<file path="src/hdl/isp_pkg.sv">
`default_nettype none

package isp_pkg;

	// ------------------------------------------------------------------
	// picture geometry, fixed by the DRAM layout
	// ------------------------------------------------------------------
	localparam int PIX_PER_BEAT = 16;
	localparam int CH_BEATS     = 64;
	localparam int PIC_BEATS    = 3 * CH_BEATS;

	typedef logic [7:0]                  pixel_t;
	typedef logic [8*PIX_PER_BEAT-1:0]   beat_t;
	typedef logic [7:0]                  beat_idx_t;
	typedef logic [3:0]                  pic_no_t;
	typedef logic [1:0]                  ratio_t;
	typedef logic [31:0]                 dram_addr_t;
	typedef logic [17:0]                 gray_sum_t;

	// one picture is 192 beats of 16 bytes
	localparam dram_addr_t PIC_BYTES = dram_addr_t'(PIC_BEATS * PIX_PER_BEAT);
	localparam dram_addr_t DRAM_BASE = 32'h0001_0000;

	// constant burst fields, one 192-beat INCR burst of 16-byte beats
	localparam logic [3:0] AXI_ID    = 4'd0;
	localparam logic [7:0] AXI_LEN   = 8'(PIC_BEATS - 1);
	localparam logic [2:0] AXI_SIZE  = 3'b100;
	localparam logic [1:0] AXI_BURST = 2'b01;

	// ------------------------------------------------------------------
	// bundles
	// ------------------------------------------------------------------
	typedef struct packed {
		pic_no_t pic_no;
		ratio_t  ratio;
	} isp_req_t;

	// stream between pipeline stages, ready runs the other way
	typedef struct packed {
		logic      valid;
		beat_t     data;
		beat_idx_t idx;
	} beat_stream_t;

	typedef struct packed {
		dram_addr_t addr;
		logic       valid;
	} axi_ar_t;

	typedef struct packed {
		dram_addr_t addr;
		logic       valid;
	} axi_aw_t;

	typedef struct packed {
		beat_t data;
		logic  last;
		logic  valid;
	} axi_r_t;

	typedef struct packed {
		beat_t data;
		logic  last;
		logic  valid;
	} axi_w_t;

	typedef enum logic [1:0] {
		IDLE,
		RUN,
		WAIT_DONE,
		RESPOND
	} job_state_t;

endpackage

`default_nettype wire
</file>
<file path="src/hdl/isp_top.sv">
`timescale 1ns/1ps
`default_nettype none

module isp_top (
	input  wire                    clk,
	input  wire                    rst_n,
	// host port
	input  wire                    req,
	input  wire isp_pkg::isp_req_t req_info,
	output logic                   ack,
	output isp_pkg::pixel_t        result,
	// read address / data
	output isp_pkg::axi_ar_t       ar,
	output logic [3:0]             arid,
	output logic [7:0]             arlen,
	output logic [2:0]             arsize,
	output logic [1:0]             arburst,
	input  wire                    arready,
	input  wire isp_pkg::axi_r_t   r,
	output logic                   rready,
	// write address / data / response
	output isp_pkg::axi_aw_t       aw,
	output logic [3:0]             awid,
	output logic [7:0]             awlen,
	output logic [2:0]             awsize,
	output logic [1:0]             awburst,
	input  wire                    awready,
	output isp_pkg::axi_w_t        w,
	input  wire                    wready,
	input  wire                    bvalid,
	output logic                   bready
);

	logic                  start;
	logic                  wr_done;
	isp_pkg::dram_addr_t   base_addr;
	isp_pkg::ratio_t       ratio;
	isp_pkg::beat_stream_t s_read;
	isp_pkg::beat_stream_t s_scaled;
	logic                  rd_ready;
	logic                  wr_ready;

	// burst shape never changes
	assign arid    = isp_pkg::AXI_ID;
	assign arlen   = isp_pkg::AXI_LEN;
	assign arsize  = isp_pkg::AXI_SIZE;
	assign arburst = isp_pkg::AXI_BURST;
	assign awid    = isp_pkg::AXI_ID;
	assign awlen   = isp_pkg::AXI_LEN;
	assign awsize  = isp_pkg::AXI_SIZE;
	assign awburst = isp_pkg::AXI_BURST;

	isp_ctrl ctrl_i (
		.clk(clk), .rst_n(rst_n), .req(req), .req_info(req_info), .ack(ack),
		.start(start), .base_addr(base_addr), .ratio(ratio), .wr_done(wr_done)
	);

	dram_reader reader_i (
		.clk(clk), .rst_n(rst_n), .start(start), .base_addr(base_addr),
		.ar(ar), .arready(arready), .r(r), .rready(rready),
		.s_read(s_read), .rd_ready(rd_ready)
	);

	exposure_scale scale_i (
		.clk(clk), .rst_n(rst_n), .ratio(ratio), .s_read(s_read),
		.rd_ready(rd_ready), .s_scaled(s_scaled), .wr_ready(wr_ready)
	);

	dram_writer writer_i (
		.clk(clk), .rst_n(rst_n), .start(start), .base_addr(base_addr),
		.aw(aw), .awready(awready), .w(w), .wready(wready), .bvalid(bvalid),
		.bready(bready), .s_scaled(s_scaled), .wr_ready(wr_ready), .wr_done(wr_done)
	);

	gray_average gray_i (
		.clk(clk), .rst_n(rst_n), .start(start), .s_scaled(s_scaled),
		.wr_ready(wr_ready), .result(result)
	);

endmodule

`default_nettype wire

</file>
<file path="src/hdl/gray_average.sv">
`timescale 1ns/1ps
`default_nettype none

module gray_average (
	input  wire                        clk,
	input  wire                        rst_n,
	input  wire                        start,
	input  wire isp_pkg::beat_stream_t s_scaled,
	input  wire                        wr_ready,
	output isp_pkg::pixel_t            result
);

	isp_pkg::gray_sum_t sum;
	isp_pkg::gray_sum_t beat_sum;
	logic               green;
	logic [1:0]         shift;

	// beats 64..127 carry the green channel
	assign green = s_scaled.idx >= isp_pkg::beat_idx_t'(isp_pkg::CH_BEATS) &&
		s_scaled.idx < isp_pkg::beat_idx_t'(2 * isp_pkg::CH_BEATS);

	// green weighs 1/2, red and blue 1/4
	assign shift = green ? 2'd1 : 2'd2;

	always_comb begin
		beat_sum = '0;
		for (int i = 0; i < isp_pkg::PIX_PER_BEAT; i++)
			beat_sum = beat_sum + isp_pkg::gray_sum_t'(s_scaled.data[i*8 +: 8] >> shift);
	end

	// ------------------------------------------------------------------
	// accumulate over accepted write beats
	// ------------------------------------------------------------------
	always_ff @(posedge clk or negedge rst_n) begin
		if (!rst_n)
			sum <= '0;
		else if (start)
			sum <= '0;
		else if (s_scaled.valid && wr_ready)
			sum <= sum + beat_sum;
	end

	// divide by 1024 for the mean
	assign result = sum[17:10];

endmodule

`default_nettype wire

</file>
<file path="src/hdl/dram_writer.sv">
`timescale 1ns/1ps
`default_nettype none

module dram_writer (
	input  wire                        clk,
	input  wire                        rst_n,
	input  wire                        start,
	input  wire isp_pkg::dram_addr_t   base_addr,
	output isp_pkg::axi_aw_t           aw,
	input  wire                        awready,
	output isp_pkg::axi_w_t            w,
	input  wire                        wready,
	input  wire                        bvalid,
	output logic                       bready,
	input  wire isp_pkg::beat_stream_t s_scaled,
	output logic                       wr_ready,
	output logic                       wr_done
);

	logic awvalid;
	logic wr_active;
	logic wvalid;
	logic wlast;
	logic w_fire;

	assign wvalid = wr_active && s_scaled.valid;
	assign wlast  = s_scaled.idx == isp_pkg::beat_idx_t'(isp_pkg::PIC_BEATS - 1);
	assign w_fire = wvalid && wready;

	// ------------------------------------------------------------------
	// write address
	// ------------------------------------------------------------------
	always_ff @(posedge clk or negedge rst_n) begin
		if (!rst_n)
			awvalid <= 1'b0;
		else if (start)
			awvalid <= 1'b1;
		else if (awvalid && awready)
			awvalid <= 1'b0;
	end

	// ------------------------------------------------------------------
	// write data, open from address accept until the last beat
	// ------------------------------------------------------------------
	always_ff @(posedge clk or negedge rst_n) begin
		if (!rst_n)
			wr_active <= 1'b0;
		else if (awvalid && awready)
			wr_active <= 1'b1;
		else if (w_fire && wlast)
			wr_active <= 1'b0;
	end

	// response, held until the slave answers
	always_ff @(posedge clk or negedge rst_n) begin
		if (!rst_n)
			bready <= 1'b0;
		else if (awvalid && awready)
			bready <= 1'b1;
		else if (bvalid)
			bready <= 1'b0;
	end

	assign aw       = '{addr: base_addr, valid: awvalid};
	assign w        = '{data: s_scaled.data, last: wlast, valid: wvalid};
	assign wr_ready = wr_active && wready;
	assign wr_done  = bvalid && bready;

endmodule

`default_nettype wire

</file>
<file path="src/hdl/exposure_scale.sv">
`timescale 1ns/1ps
`default_nettype none

module exposure_scale (
	input  wire                         clk,
	input  wire                         rst_n,
	input  wire isp_pkg::ratio_t        ratio,
	input  wire isp_pkg::beat_stream_t  s_read,
	output logic                        rd_ready,
	output isp_pkg::beat_stream_t       s_scaled,
	input  wire                         wr_ready
);

	logic               out_valid;
	isp_pkg::beat_t     out_data;
	isp_pkg::beat_idx_t out_idx;
	isp_pkg::beat_t     scaled;

	// x0.25, x0.5, x1, x2 with saturation
	function automatic isp_pkg::pixel_t scale_pix(input isp_pkg::pixel_t p,
		input isp_pkg::ratio_t mode);
		case (mode)
			2'd0:    scale_pix = p >> 2;
			2'd1:    scale_pix = p >> 1;
			2'd2:    scale_pix = p;
			default: scale_pix = p[7] ? 8'hff : {p[6:0], 1'b0};
		endcase
	endfunction

	always_comb begin
		for (int i = 0; i < isp_pkg::PIX_PER_BEAT; i++)
			scaled[i*8 +: 8] = scale_pix(s_read.data[i*8 +: 8], ratio);
	end

	// take a new beat when empty or when the held one leaves
	assign rd_ready = !out_valid || wr_ready;

	always_ff @(posedge clk or negedge rst_n) begin
		if (!rst_n)
			out_valid <= 1'b0;
		else if (s_read.valid && rd_ready)
			out_valid <= 1'b1;
		else if (wr_ready)
			out_valid <= 1'b0;
	end

	always_ff @(posedge clk) begin
		if (s_read.valid && rd_ready) begin
			out_data <= scaled;
			out_idx  <= s_read.idx;
		end
	end

	assign s_scaled = '{valid: out_valid, data: out_data, idx: out_idx};

endmodule

`default_nettype wire

</file>
<file path="src/hdl/dram_reader.sv">
`timescale 1ns/1ps
`default_nettype none

module dram_reader (
	input  wire                      clk,
	input  wire                      rst_n,
	input  wire                      start,
	input  wire isp_pkg::dram_addr_t base_addr,
	output isp_pkg::axi_ar_t         ar,
	input  wire                      arready,
	input  wire isp_pkg::axi_r_t     r,
	output logic                     rready,
	output isp_pkg::beat_stream_t    s_read,
	input  wire                      rd_ready
);

	logic               arvalid;
	logic               rd_active;
	logic               r_fire;
	isp_pkg::beat_idx_t idx;

	assign r_fire = r.valid && rready;

	// address phase
	always_ff @(posedge clk or negedge rst_n) begin
		if (!rst_n)
			arvalid <= 1'b0;
		else if (start)
			arvalid <= 1'b1;
		else if (arvalid && arready)
			arvalid <= 1'b0;
	end

	// data phase runs from address accept to the beat with last
	always_ff @(posedge clk or negedge rst_n) begin
		if (!rst_n)
			rd_active <= 1'b0;
		else if (arvalid && arready)
			rd_active <= 1'b1;
		else if (r_fire && r.last)
			rd_active <= 1'b0;
	end

	// beat number inside the burst
	always_ff @(posedge clk or negedge rst_n) begin
		if (!rst_n)
			idx <= '0;
		else if (start)
			idx <= '0;
		else if (r_fire)
			idx <= idx + 1'b1;
	end

	assign ar     = '{addr: base_addr, valid: arvalid};
	assign rready = rd_active && rd_ready;
	assign s_read = '{valid: rd_active && r.valid, data: r.data, idx: idx};

endmodule

`default_nettype wire

</file>
<file path="src/hdl/isp_ctrl.sv">
`timescale 1ns/1ps
`default_nettype none

module isp_ctrl (
	input  wire                    clk,
	input  wire                    rst_n,
	input  wire                    req,
	input  wire isp_pkg::isp_req_t req_info,
	output logic                   ack,
	output logic                   start,
	output isp_pkg::dram_addr_t    base_addr,
	output isp_pkg::ratio_t        ratio,
	input  wire                    wr_done
);

	isp_pkg::job_state_t state;
	isp_pkg::isp_req_t   job;

	// ------------------------------------------------------------------
	// job FSM and host handshake
	// ------------------------------------------------------------------
	always_ff @(posedge clk or negedge rst_n) begin
		if (!rst_n) begin
			state <= isp_pkg::IDLE;
			start <= 1'b0;
			ack   <= 1'b0;
		end else begin
			start <= 1'b0;
			case (state)
				isp_pkg::IDLE: begin
					if (req) begin
						start <= 1'b1;
						state <= isp_pkg::RUN;
					end
				end
				isp_pkg::RUN: begin
					if (wr_done)
						state <= isp_pkg::WAIT_DONE;
				end
				isp_pkg::WAIT_DONE: begin
					// last sum update has landed by now
					ack   <= 1'b1;
					state <= isp_pkg::RESPOND;
				end
				isp_pkg::RESPOND: begin
					// hold ack until the host lets go of req
					if (!req) begin
						ack   <= 1'b0;
						state <= isp_pkg::IDLE;
					end
				end
				default: state <= isp_pkg::IDLE;
			endcase
		end
	end

	// request is stable while req is high
	always_ff @(posedge clk) begin
		if (state == isp_pkg::IDLE && req)
			job <= req_info;
	end

	// picture n sits at base + n * 3072
	assign base_addr = isp_pkg::DRAM_BASE +
		isp_pkg::dram_addr_t'(job.pic_no) * isp_pkg::PIC_BYTES;
	assign ratio = job.ratio;

endmodule

`default_nettype wire

</file>
<file path="config.mk">
export PLATFORM = sky130hd
export DESIGN_NAME = isp_top
export DESIGN_NICKNAME = d
export VERILOG_FILES = /design/src/hdl/isp_pkg.sv /design/src/hdl/isp_top.sv /design/src/hdl/gray_average.sv /design/src/hdl/dram_writer.sv /design/src/hdl/exposure_scale.sv /design/src/hdl/dram_reader.sv /design/src/hdl/isp_ctrl.sv
export SDC_FILE = /design/constraint.sdc
export NUM_CORES = 1
export LEC_CHECK = 0
export CAP_MARGIN = 25
export CELL_PAD_IN_SITES_DETAIL_PLACEMENT = 2
export CELL_PAD_IN_SITES_GLOBAL_PLACEMENT = 2
export CORE_MARGIN = 3
export CORE_UTILIZATION = 45
export CTS_BUF_LIST = sky130_fd_sc_hd__clkbuf_2 sky130_fd_sc_hd__clkbuf_4 sky130_fd_sc_hd__clkbuf_8
export DETAILED_ROUTE_END_ITERATION = 7
export DONT_BUFFER_PORTS = 1
export HOLD_SLACK_MARGIN = 0.08
export PLACE_DENSITY = 0.86
export SLEW_MARGIN = 30
export SYNTH_ARGS = -nofsm -noshare
export SYNTH_HDL_FRONTEND = slang
export SYNTH_SLANG_ARGS = --single-unit
</file>
<file path="constraint.sdc">
create_clock -name clk -period 10.2 [get_ports clk]
set_clock_uncertainty 0.1 [all_clocks]
set_input_delay 1.02 -clock clk [delete_from_list [all_inputs] [get_ports clk]]
set_output_delay 1.02 -clock clk [all_outputs]
set_load 0.02 [all_outputs]
</file>
==> results.txt <==
----------------------------------------------------
[Routing]
  Drt first pass iters ... 4
  DR iter-0 viols ... between 600 and 700
  Overall via count from detail_route ... 10500
  Detailed-route vias per instance ... 5.86
  Wire length reported by the detailed router ... 51.0 mm
  DRC ... 0
  ANT nets after route ... 0
  Wire per inst ... 28.4 µm

[Setup path]
  Crit Path Class ... flip-flop to flip-flop
  CP Max Fanout ... ~80
  Critical Path RT ... 10.53 ns
  Cell chain of the critical path ... nor2b_4, buf_16, buf_12, mux2_2, fa_1, inv_1, fa_1, fa_1, fa_1, fa_1, fa_1, inv_1, ha_1, fa_1, a211o_1, nand2_1, o311a_1, mux2_1, nand3_1
  Sort of element at the end of the critical path ... flip-flop
  Kind of start point of the critical path ... flip-flop
  Most used cell along the critical path ... fa_1
  Highest cell delay on the worst timing path ... 0.57 ns
  Reg2Reg Setup Slack ... 2.97 ns
  Worst path bufs/invs ... 4
  WP data arrival ... 7.57 ns
  Critical-path top delay cell ... fa_1
  CP top delay family ... adder cells

[Clocking]
  H-tree Lvls ... 4
  Worst skew pair latency ... 0.50 ns
  Count of hold buffers inserted by post-cts repair ... 1
  Clock tree from TritonCTS ... built
  Resized cells post-CTS ... 0
  Number of buffers added by the clock tree synthesis step ... 17
  Post-CTS setup repair buffer count ... 0
  Worst-case clock buffer depth ... 2
  Clock-pin slew on the worst setup and hold paths ... 0.10 ns
  Clock Sink Count ... 178
  Clk Tree Root Cell ... clkbuf_8

[STA]
  Rel. slew slack ... 35.8%
  Setup TNS ... 0 ns
  Worst slew pin tran ... 0.964 ns
  Minimum clock period ... 7.23 ns
  Final number of max-transition violations ... 0
  Maximum clock rate ... 138 MHz
  Final hold violations ... 0
  Final number of setup-violating endpoints ... 0
  Fraction of the cycle the final worst path needs ... 70.9%
  RSZ-0062 raised after global routing ... false

[Synth]
  Number of warnings reported in the yosys synthesis log ... 0
  Mapped Area ... ~16000 µm²
  EDFF count, synth ... 142
  Number of instances in the synthesized netlist ... 1511
  Number of library cell types mapped by synthesis ... 52
  Number of synthesized register bits ... 178
  Synth async-reset ratio ... 20.2%
  Most used DFF post-synth ... edfxtp_1
  Share of synthesized area occupied by flip-flops and latches ... between 30% and 40%
  Mean instance size in the synthesized netlist ... 10.4 µm²

[Global routing]
  Global-route congestion overflow total ... 0
  Antenna violations before repair ... 1
  Via count of the first global-routing pass ... around 12000
  Overall Global Routing Usage ... around 27%
  Largest net degree at the start of global routing ... 113
  First-pass GRT wire length ... 75.5 mm

[Die]
  Die area ... 37100 µm²
  Effective utilization at floorplan ... 46.2%
  # IOs ... 384
  Height of the die ... 193 µm
  Chip width ... ~190 µm
  Row cnt ... 67
  Floorplan core area ... between 30000 and 40000 µm²

[Cells and area]
  Fill cell total of the finished layout ... 3548
  Share of cells above drive strength 1 ... 9.58%
  Most frequent standard cell in the layout excluding fill and tap cells ... inv_1
  Top library cells by usage in the layout, fill and taps aside ... inv_1, edfxtp_1, fa_1, o21ai_0, conb_1
  Ant diodes ... 0
  Area growth from synthesis to final layout ... -3.52%
  Post-route non-filler standard cell count ... 1795
  Post-layout net count ... 1632

[Job]
  Max_cap viols ... 0

[Placed design]
  Placed wire-length estimate ... roughly 40 mm
  Global placement routability congestion ... 0.887
  Placed insts ... 1760
  Port Buf Inserts ... 0

[Worst hold path]
  Worst hold path class ... input pin to asynchronous set/reset pin

[Run status]
  Outcome ... finished clean

----------------------------------------------------
[through the flow]
step	utilization (%)	hold WS, ns	setup slack [ns]	cell area (µm²)
floorplan	-	0.346	3.88	16100
global placement	43.2	0.354	3.06	14700
detailed placement	43.2	0.368	2.74	14700
CTS	44.4	0.218	2.71	15100
global route	44.6	0.226	2.68	15100
finish	44.6	0.249	2.97	15100
[cells in the mapped netlist (4+ instances only)]
| cell | n | area (µm²) |
|---|---|---|
| a211oi_1 | 34 | 255 |
| nor2b_1 | 56 | 350 |
| buf_1 | 14 | 52.6 |
| buf_2 | 21 | 105 |
| nand3_1 | 9 | 45.0 |
| o22ai_1 | 50 | 313 |
| and3_1 | 4 | 25.0 |
| nand2b_1 | 19 | 119 |
| and2_1 | 9 | 56.3 |
| ha_1 | 36 | 450 |
| o21a_1 | 34 | 255 |
| mux2i_1 | 54 | 541 |
| clkbuf_1 | 38 | 143 |
| dfrtp_1 | 36 | 901 |
| a21o_1 | 7 | 52.6 |
| nor4_1 | 7 | 43.8 |
| nand4_1 | 11 | 68.8 |
| a22o_1 | 22 | 193 |
| a21oi_1 | 79 | 395 |
| mux2_2 | 61 | 687 |
| mux2_1 | 7 | 78.8 |
| buf_4 | 234 | 1760 |
| fa_1 | 119 | 2380 |
| edfxtp_1 | 142 | 4260 |
| nor2_1 | 14 | 52.6 |
| o21ai_0 | 106 | 531 |
| mux4_2 | 16 | 360 |
| nand2_1 | 73 | 274 |
| xor2_1 | 6 | 52.6 |
| xnor2_1 | 7 | 61.3 |
| inv_1 | 156 | 586 |
[cell type report]
cell class | instances | area [µm²] | share of cell area [%]
timing repair buffer | 11 | 143 | 0.942
tap | 448 | 561 | 3.70
clock inverter | 9 | 106 | 0.703
sequential | 178 | 5160 | 34.1
multi-input combinational | 970 | 8290 | 54.7
clock buffer | 23 | 292 | 1.93
inverter | 156 | 586 | 3.87
[sequential cells by signal, summed over array words and instances (netlist names)]
register	flops
scale_i.out_valid	1
reader_i.idx	8
scale_i.out_idx	8
ctrl_i.ratio	2
ctrl_i.state	2
ctrl_i.job	4
ctrl_i.ack	1
ctrl_i.start	1
writer_i.wr_active	1
writer_i.awvalid	1
gray_i.sum	18
writer_i.bready	1
scale_i.out_data	128
reader_i.arvalid	1
reader_i.rd_active	1
[path summary, 6_finish.rpt]
check	end	from	cells past startpoint
max	gray_i.sum[12]	scale_i.out_idx[7]	19
min	reader_i.idx[6]	rst_n	1
max reg2reg	gray_i.sum[12]	scale_i.out_idx[7]	19
min reg2reg	scale_i.out_idx[7]	reader_i.idx[7]	0
max in group asynchronous	gray_i.sum[13]	rst_n	1
min in group clk	scale_i.out_idx[7]	reader_i.idx[7]	0
[logic make-up (layout without fill, tap and decap cells)]
family          Yosys count  in the layout  synth area share [%]
buf+inv                 463            199                  16.8
mux                     138            138                  10.6
simple gates            215            215                  7.21
xor+xnor                 13             13                 0.726
other cells               2            102                0.0479
fa+ha+maj               155            155                  18.1
compound gates          347            347                  13.6
flops                   178            178                  32.9
[layer usage]
| metal | routed length [µm] | GRT usage [%] | vias to the layer above | share of wire (%) |
|---|---|---|---|---|
| li1 | - | - | 4539 | - |
| met1 | 20400 | 34.4 | 5540 | 40 |
| met2 | 25000 | 45.8 | 372 | 49 |
| met3 | 4720 | 9.66 | 62 | 9.2 |
| met4 | 892 | 6.14 | 0 | 1.7 |
| met5 | 0 | 0 | - | 0 |
Power is not shown: default switching activity piles up to over one toggle a cycle in this logic, so the estimate is an artifact.
